===== src/design/qdr_pkg.sv =====
package qdr_pkg;

	//////////////////////////////////////////////////////////////////////
	// Memory geometry

	// One beat on the QDR data bus
	localparam int RAM_WIDTH      = 36;
	// Burst length four, all beats carried in one controller cycle
	localparam int BEATS          = 4;
	localparam int CTRL_WIDTH     = BEATS * RAM_WIDTH;
	localparam int ADDR_BITS      = 18;

	// Byte lanes of nine bits, one write select per lane
	localparam int LANE_BITS      = 9;
	localparam int NUM_LANES      = RAM_WIDTH / LANE_BITS;
	localparam int LANE_WORD_BITS = BEATS * LANE_BITS;

	//////////////////////////////////////////////////////////////////////
	// Buffering and startup

	localparam int FIFO_DEPTH     = 8;
	localparam int FIFO_PTR_BITS  = $clog2(FIFO_DEPTH);
	// Count has to reach FIFO_DEPTH itself
	localparam int FIFO_CNT_BITS  = $clog2(FIFO_DEPTH + 1);

	// Hold-off after reset, stands in for SERDES and FIFO reset time
	localparam int INIT_CYCLES    = 32;
	localparam int INIT_CNT_BITS  = $clog2(INIT_CYCLES);

	// Request address
	typedef logic [ADDR_BITS-1:0] addr_t;
	// Beat b at bits b*36 upward, lane i of a beat at i*9 upward
	typedef logic [CTRL_WIDTH-1:0] ctrl_word_t;
	// Four 9-bit pieces of one lane, beat 0 in the low bits
	typedef logic [LANE_WORD_BITS-1:0] lane_word_t;

endpackage


===== src/design/qdr_cmd_issue.sv =====
module qdr_cmd_issue import qdr_pkg::*; (
	input  logic                 clk_ctl,
	input  logic                 arst_n,

	// Host request side
	input  logic                 rd_en,
	input  addr_t                rd_addr,
	input  logic                 wr_en,
	input  addr_t                wr_addr,
	input  ctrl_word_t           wr_data,
	output logic                 ready,

	// Toward the memory
	output logic                 qdr_rps_n,
	output logic                 qdr_wps_n,
	output addr_t                qdr_ra,
	output addr_t                qdr_wa,
	output logic [NUM_LANES-1:0] qdr_bws_n,
	output ctrl_word_t           qdr_d
);

	//////////////////////////////////////////////////////////////////////
	// Startup hold-off

	logic [INIT_CNT_BITS-1:0] init_cnt;
	logic                     rd_go;
	logic                     wr_go;
	ctrl_word_t               wr_data_q;

	// Counter freezes once ready is up
	always_ff @(posedge clk_ctl or negedge arst_n) begin
		if (!arst_n) begin
			init_cnt <= '0;
			ready    <= 1'b0;
		end else if (!ready) begin
			init_cnt <= init_cnt + 1'b1;
			if (init_cnt == INIT_CNT_BITS'(INIT_CYCLES - 1))
				ready <= 1'b1;
		end
	end

	// Requests before startup completes are dropped
	assign rd_go = rd_en & ready;
	assign wr_go = wr_en & ready;

	//////////////////////////////////////////////////////////////////////
	// Port selects and byte selects

	always_ff @(posedge clk_ctl or negedge arst_n) begin
		if (!arst_n) begin
			qdr_rps_n <= 1'b1;
			qdr_wps_n <= 1'b1;
			qdr_bws_n <= '1;
		end else begin
			qdr_rps_n <= ~rd_go;
			qdr_wps_n <= ~wr_go;
			// All lanes written, one cycle behind the write select
			qdr_bws_n <= {NUM_LANES{qdr_wps_n}};
		end
	end

	//////////////////////////////////////////////////////////////////////
	// Addresses and write data

	always_ff @(posedge clk_ctl) begin
		if (rd_go)
			qdr_ra <= rd_addr;
		if (wr_go) begin
			qdr_wa    <= wr_addr;
			wr_data_q <= wr_data;
		end
		// Second stage, lines up with qdr_bws_n
		qdr_d <= wr_data_q;
	end

	// A select only follows a request taken while ready was high
	sel_after_ready: assert property (@(posedge clk_ctl) disable iff (!arst_n)
		(!qdr_rps_n || !qdr_wps_n) |-> $past(ready));

endmodule


===== src/design/qdr_ctl_top.sv =====
module qdr_ctl_top import qdr_pkg::*; (
	input  logic                 clk_ctl,
	input  logic                 arst_n,

	// Host side
	input  logic                 rd_en,
	input  addr_t                rd_addr,
	input  logic                 wr_en,
	input  addr_t                wr_addr,
	input  ctrl_word_t           wr_data,
	output logic                 ready,
	output logic                 rd_valid,
	output ctrl_word_t           rd_data,

	// Memory side
	output logic                 qdr_rps_n,
	output logic                 qdr_wps_n,
	output addr_t                qdr_ra,
	output addr_t                qdr_wa,
	output logic [NUM_LANES-1:0] qdr_bws_n,
	output ctrl_word_t           qdr_d,
	input  ctrl_word_t           qdr_q,
	input  logic                 qdr_qvld
);

	logic                 lane_push;
	lane_word_t           lane_din  [NUM_LANES];
	logic [NUM_LANES-1:0] lane_empty;
	lane_word_t           lane_dout [NUM_LANES];
	logic                 lane_pop;

	//////////////////////////////////////////////////////////////////////
	// Command path

	qdr_cmd_issue u_cmd_issue (
		.clk_ctl   (clk_ctl),
		.arst_n    (arst_n),
		.rd_en     (rd_en),
		.rd_addr   (rd_addr),
		.wr_en     (wr_en),
		.wr_addr   (wr_addr),
		.wr_data   (wr_data),
		.ready     (ready),
		.qdr_rps_n (qdr_rps_n),
		.qdr_wps_n (qdr_wps_n),
		.qdr_ra    (qdr_ra),
		.qdr_wa    (qdr_wa),
		.qdr_bws_n (qdr_bws_n),
		.qdr_d     (qdr_d)
	);

	//////////////////////////////////////////////////////////////////////
	// Read path

	qdr_read_capture u_read_capture (
		.clk_ctl   (clk_ctl),
		.arst_n    (arst_n),
		.qdr_q     (qdr_q),
		.qdr_qvld  (qdr_qvld),
		.lane_push (lane_push),
		.lane_din  (lane_din)
	);

	// One FIFO per byte lane, all pushed and popped together
	for (genvar i = 0; i < NUM_LANES; i++) begin : g_lane
		qdr_lane_fifo u_lane_fifo (
			.clk_ctl (clk_ctl),
			.arst_n  (arst_n),
			.push    (lane_push),
			.din     (lane_din[i]),
			.pop     (lane_pop),
			.dout    (lane_dout[i]),
			.empty   (lane_empty[i]),
			.full    ()
		);
	end

	qdr_read_return u_read_return (
		.clk_ctl    (clk_ctl),
		.arst_n     (arst_n),
		.lane_empty (lane_empty),
		.lane_dout  (lane_dout),
		.lane_pop   (lane_pop),
		.rd_valid   (rd_valid),
		.rd_data    (rd_data)
	);

endmodule


===== src/design/qdr_lane_fifo.sv =====
module qdr_lane_fifo import qdr_pkg::*; (
	input  logic       clk_ctl,
	input  logic       arst_n,

	// Write side
	input  logic       push,
	input  lane_word_t din,

	// Read side, head word shows on dout while not empty
	input  logic       pop,
	output lane_word_t dout,
	output logic       empty,
	output logic       full
);

	//////////////////////////////////////////////////////////////////////
	// Storage and pointers

	lane_word_t               mem [FIFO_DEPTH];
	logic [FIFO_PTR_BITS-1:0] wr_ptr;
	logic [FIFO_PTR_BITS-1:0] rd_ptr;
	logic [FIFO_CNT_BITS-1:0] count;

	// Depth is a power of two so pointers wrap on their own
	always_ff @(posedge clk_ctl or negedge arst_n) begin
		if (!arst_n) begin
			wr_ptr <= '0;
			rd_ptr <= '0;
			count  <= '0;
		end else begin
			if (push)
				wr_ptr <= wr_ptr + 1'b1;
			if (pop)
				rd_ptr <= rd_ptr + 1'b1;
			// Simultaneous push and pop leaves count alone
			case ({push, pop})
				2'b10:   count <= count + 1'b1;
				2'b01:   count <= count - 1'b1;
				default: count <= count;
			endcase
		end
	end

	always_ff @(posedge clk_ctl) begin
		if (push)
			mem[wr_ptr] <= din;
	end

	// First word fall through
	assign dout  = mem[rd_ptr];
	assign empty = (count == '0);
	assign full  = (count == FIFO_CNT_BITS'(FIFO_DEPTH));

	// Drain rate matches arrival rate, so these never fire in operation
	no_overflow: assert property (@(posedge clk_ctl) disable iff (!arst_n)
		full |-> !push || pop);
	no_underflow: assert property (@(posedge clk_ctl) disable iff (!arst_n)
		pop |-> !empty);

endmodule


===== src/design/qdr_read_capture.sv =====
module qdr_read_capture import qdr_pkg::*; (
	input  logic       clk_ctl,
	input  logic       arst_n,

	// Returning burst from the memory
	input  ctrl_word_t qdr_q,
	input  logic       qdr_qvld,

	// Lane-major words toward the lane FIFOs
	output logic       lane_push,
	output lane_word_t lane_din [NUM_LANES]
);

	//////////////////////////////////////////////////////////////////////
	// Beat-major to lane-major regroup

	lane_word_t q_lanes [NUM_LANES];

	// Lane i collects its nine bits out of every beat
	always_comb begin
		for (int i = 0; i < NUM_LANES; i++) begin
			for (int b = 0; b < BEATS; b++) begin
				q_lanes[i][b*LANE_BITS +: LANE_BITS] =
					qdr_q[b*RAM_WIDTH + i*LANE_BITS +: LANE_BITS];
			end
		end
	end

	//////////////////////////////////////////////////////////////////////
	// Capture registers

	// Valid strobe, one cycle behind qdr_qvld
	always_ff @(posedge clk_ctl or negedge arst_n) begin
		if (!arst_n)
			lane_push <= 1'b0;
		else
			lane_push <= qdr_qvld;
	end

	// Data is only looked at when lane_push is high
	always_ff @(posedge clk_ctl) begin
		for (int i = 0; i < NUM_LANES; i++) begin
			if (qdr_qvld)
				lane_din[i] <= q_lanes[i];
		end
	end

endmodule


===== src/design/qdr_read_return.sv =====
module qdr_read_return import qdr_pkg::*; (
	input  logic                 clk_ctl,
	input  logic                 arst_n,

	// From the lane FIFOs
	input  logic [NUM_LANES-1:0] lane_empty,
	input  lane_word_t           lane_dout [NUM_LANES],
	output logic                 lane_pop,

	// Host read return
	output logic                 rd_valid,
	output ctrl_word_t           rd_data
);

	//////////////////////////////////////////////////////////////////////
	// Pop and reassemble

	ctrl_word_t rd_word;

	// Lanes move in lockstep, lane 0 speaks for all of them
	assign lane_pop = ~lane_empty[0];

	// Lane-major back to beat-major
	always_comb begin
		for (int b = 0; b < BEATS; b++) begin
			for (int i = 0; i < NUM_LANES; i++) begin
				rd_word[b*RAM_WIDTH + i*LANE_BITS +: LANE_BITS] =
					lane_dout[i][b*LANE_BITS +: LANE_BITS];
			end
		end
	end

	always_ff @(posedge clk_ctl or negedge arst_n) begin
		if (!arst_n)
			rd_valid <= 1'b0;
		else
			rd_valid <= lane_pop;
	end

	always_ff @(posedge clk_ctl) begin
		if (lane_pop)
			rd_data <= rd_word;
	end

	// Every lane gets the same push and pop, so the flags never split
	lanes_in_step: assert property (@(posedge clk_ctl) disable iff (!arst_n)
		(&lane_empty) == (|lane_empty));

endmodule


===== config.mk =====
export PLATFORM = sky130hd
export DESIGN_NAME = qdr_ctl_top
export DESIGN_NICKNAME = d
export VERILOG_FILES = /design/src/design/qdr_pkg.sv /design/src/design/qdr_cmd_issue.sv /design/src/design/qdr_ctl_top.sv /design/src/design/qdr_lane_fifo.sv /design/src/design/qdr_read_capture.sv /design/src/design/qdr_read_return.sv
export SDC_FILE = /design/constraint.sdc
export NUM_CORES = 2
export LEC_CHECK = 0
export ABC_AREA = 1
export ABC_CLOCK_PERIOD_IN_PS = 13100
export CORE_UTILIZATION = 45
export DETAILED_ROUTE_END_ITERATION = 12
export DONT_BUFFER_PORTS = 1
export GPL_TIMING_DRIVEN = 0
export PLACE_DENSITY = 0.66
export RECOVER_POWER = 100
export SYNTH_ARGS = -nofsm -noshare
export SYNTH_HDL_FRONTEND = slang
export SYNTH_SLANG_ARGS = --single-unit

===== constraint.sdc =====
create_clock -name clk_ctl -period 13.1 [get_ports clk_ctl]
set_clock_uncertainty 0.05 [all_clocks]
set_input_delay 2.62 -clock clk_ctl [delete_from_list [all_inputs] [get_ports clk_ctl]]
set_output_delay 2.62 -clock clk_ctl [all_outputs]
set_load 0.03 [all_outputs]

==> impl_metrics.yaml <==
placement:
  dp.cells: 5992
  routabilityCongestion: 0.813
  dpl.hpwl_mm: 104
  io_buffers: 0
  post-place-ws_ns: 8.84
yosys:
  yosys.area.top_type_share: 0.769
  ys_ff_latch: 1803
  synth-main-ff-cell: "edfxtp_1"
  yosysSeqAreaShare: 0.830
  syn_nets: 4424
  synth_edf_count: 1620
  synth_largest_area_cell: "edfxtp_1"
  syn_area_per_cell_um2: 15.5
  ys_types: 35
  synth_area_um2: 63300
  async_flop_share: 0.0216
  netlist_instances: 4082
  synth_warnings: 0
  synth.area.top_cells: "edfxtp_1, dfxtp_1, o21ai_0"
floorplan:
  row_count: 137
  core_area_um2: 140000
  ios: 661
  start_util: 0.453
  die_w_um: 377
  dieArea_um2: 142000
  die_h_um: 377
min_path:
  hold_depth: 0
  min_to: "u_cmd_issue.qdr_d[134]"
  worstHoldPathType: "reg2reg"
  worstHoldStart: "u_cmd_issue.wr_data_q[134]"
sta:
  worstMarginPinSlew_ns: 5.46
  setup-tns-final_ns: 0
  finalSetupViolCount: 0
  max_freq_ghz: 0.123
  slew-limit-headroom: -2.64
  fin_crit_ns: 8.15
  final-hold-violation-count: 0
  slew_violations: 1046
  worst_slack_ns: 4.95
  grt_setup_unrepaired: "no"
  finalCritPeriodShare: 0.622
route:
  wl_per_cell_um: 25.0
  via_count: 34812
  drt_pass1_iterations: 7
  drt_wl_total_mm: 159
  via_per_inst: 5.49
  ant_nets: 0
  drc: 0
  drt_iter0_drc: 3536
clock_tree:
  postCtsSetupRepairBufs: 0
  h-tree-depth: 4
  cts_buffers: 176
  clock_path_buffers: 3
  root_buffer: "clkbuf_16"
  cts_resized: 0
  cts_tree: "done"
  path_clk_slew_ns: 0.06
  clk_latency_ns: 0.82
  cts_sinks: 1803
  cts_hold_buf: 0
grt:
  grt_pass1_vias: 33448
  gr-usage-met1: 0.276
  grt_busiest_layer: "met2"
  grt-ovfl-total: 0
  track_usage: 0.218
  grtUsageMet2: 0.369
  grt_use_met3: 0.0483
  antenna_found_initial: 73
  grt_max_degree: 146
  grt_pass1_wl_mm: 226
setup_path:
  worstPathRequired_ns: 13.32
  path_cells: "nand2_1 -> clkinvlp_2 -> clkbuf_1"
  r2r_end: "u_cmd_issue.wr_data_q[107]"
  worstPathArrival_ns: 8.37
  worst_setup_path_start_kind: "input pin"
  r2r-start: "u_cmd_issue.ready"
  max_stage_delay_ns: 3.91
  cpMaxStageDelayCell: "clkbuf_1"
  reg2reg_depth: 4
  r2r_slack_ns: 5.85
  setup.worst_path.class: "in2reg"
  cp_max_fo: 104
  crit_start: "wr_en"
  crit_path_end_kind: "register"
power:
  p_switching_w: 0.00590
  p_sw_frac: 0.344
  comb_power_share: 0.229
  power.density_nw_per_um2: 239
  power_leakage_nw: 24.3
  p_seq_frac: 0.477
  p_int_w: 0.0112
  max-vdd-ir-drop_mv: 0.149
  p_clk_frac: 0.294
layout:
  final_cells: 6346
  seq_area_um2: 52500
  fin_nets: 4636
  multi_input_area_um2: 9310
  fillerInstances: 11368
  area_growth_pct: 13.2
  layout-drive-gt1-share: 0.0879
  fin_util: 0.513
flow_run:
  maxCapViolations: 41
outcome:
  violations: "max-capacitance violations, max-slew violations"
  outcome: "finished, violations left"
-- worst max-delay path by stage --
stage                                       to  slack, ns  cells after the start
floorplan                u_cmd_issue.qdr_wa[0]       6.71                      2
global placement    u_cmd_issue.wr_data_q[107]       5.24                      2
detailed placement  u_cmd_issue.wr_data_q[107]       8.84                      3
CTS                               qdr_bws_n[1]       8.66                      1
global route        u_cmd_issue.wr_data_q[107]       4.35                      3
finish              u_cmd_issue.wr_data_q[107]       4.95                      3
-- layout make-up --
type | count | area share
buffer | 219 | 0.0171
sequential | 1803 | 0.733
multi-input combinational | 2025 | 0.130
antenna | 24 | 0.000838
clock buffer | 227 | 0.0664
tap | 1876 | 0.0328
timing repair buffer | 34 | 0.00211
clock inverter | 103 | 0.0155
inverter | 35 | 0.00224
-- synth_stat cells, types with 22 or more instances --
cell type / count
edfxtp_1: 1620
inv_1: 22
buf_2: 50
o21ai_1: 40
o22ai_1: 288
dfxtp_1: 144
o21ai_0: 546
buf_6: 35
clkbuf_1: 82
nand2_1: 496
nor2_1: 602
dfrtp_1: 36
-- worst max-delay path, delay by kind of cell --
| family | cells | cell delay, ns |
|---|---|---|
| buf+inv | 2 | 5.49 |
| simple gates | 1 | 0.08 |
-- placed cells by master (no fill, tap or decap), types with 3 or more instances in the layout --
master,Yosys,layout
edfxtp_1,1620,1620
nor2_1,602,602
o21ai_0,546,567
nand2_1,496,496
o22ai_1,288,288
clkbuf_16,0,179
clkbuf_1,82,163
dfxtp_1,144,144
buf_2,50,48
clkinv_1,1,36
dfrtp_1,36,36
buf_6,35,31
clkinv_2,2,30
diode_2,0,24
inv_1,22,21
clkbuf_2,20,20
o21ai_1,40,19
buf_1,17,17
xor2_1,14,14
ha_1,13,13
bufinv_16,0,13
clkbuf_8,0,10
inv_6,3,9
nor2_2,9,9
clkinv_16,0,9
buf_4,10,6
clkinvlp_2,0,5
buf_8,4,4
inv_2,4,4
or2_0,0,4
nand3_1,3,4
xnor2_1,4,4
clkinvlp_4,0,4
clkinv_8,0,3
dfstp_1,0,3
-- stage by stage --
| stage | power, W | instance area, um2 | hold slack (ns) |
|---|---|---|---|
| 2_1_floorplan | 0.0106 | 63300 | 0.273 |
| 3_3_place_gp | 0.0122 | 65600 | 0.274 |
| 3_5_place_dp | 0.0123 | 66600 | 0.277 |
| 4_1_cts | 0.0173 | 72500 | 0.286 |
| 5_1_grt | 0.0179 | 71600 | 0.293 |
| 6_report | 0.0171 | 71600 | 0.285 |
-- power by group through the flow --
| stage | Clock [W] | Sequential [W] | Combinational [W] |
|---|---|---|---|
| 6_report | 0.00504 | 0.00816 | 0.00392 |
| 5_1_grt | 0.00533 | 0.00823 | 0.00430 |
| 4_1_cts | 0.00511 | 0.00814 | 0.00407 |
| 3_5_place_dp | 0 | 0.00825 | 0.00404 |
| 3_3_place_gp | 0 | 0.00830 | 0.00386 |
| 2_1_floorplan | 0 | 0.00813 | 0.00248 |
-- per-layer routing --
layer | up-vias | part of all wire
met1 | 17295 | 0.39
met4 | 16 | 0.032
met5 | - | 0.00079
met2 | 1651 | 0.50
met3 | 353 | 0.082
li1 | 15497 | -
-- registers in the layout, indices dropped and copies added, names as in the netlist --
name	flops
u_read_capture.lane_din	144
u_cmd_issue.qdr_bws_n	1
g_lane.u_lane_fifo.wr_ptr	12
u_cmd_issue.init_cnt	5
u_cmd_issue.qdr_wa	18
u_read_return.rd_valid	1
u_read_return.rd_data	144
u_cmd_issue.qdr_wps_n	1
u_cmd_issue.wr_data_q	144
u_cmd_issue.qdr_rps_n	1
u_cmd_issue.qdr_d	144
g_lane.u_lane_fifo.count	4
u_read_capture.lane_push	1
g_lane.u_lane_fifo.rd_ptr	12
g_lane.u_lane_fifo.mem	1152
u_cmd_issue.ready	1
u_cmd_issue.qdr_ra	18
-- cell families (layout without fill, tap and decap cells) --
group,Yosys count,count (layout),synth area share
compound gates,875,875,0.0749
xor+xnor,18,18,0.00249
fa+ha+maj,13,13,0.00257
buf+inv,254,618,0.0227
flops,1803,1803,0.830
other cells,0,24,0
simple gates,1119,1119,0.0672
Note: power is estimated with default switching activity, not from simulation.
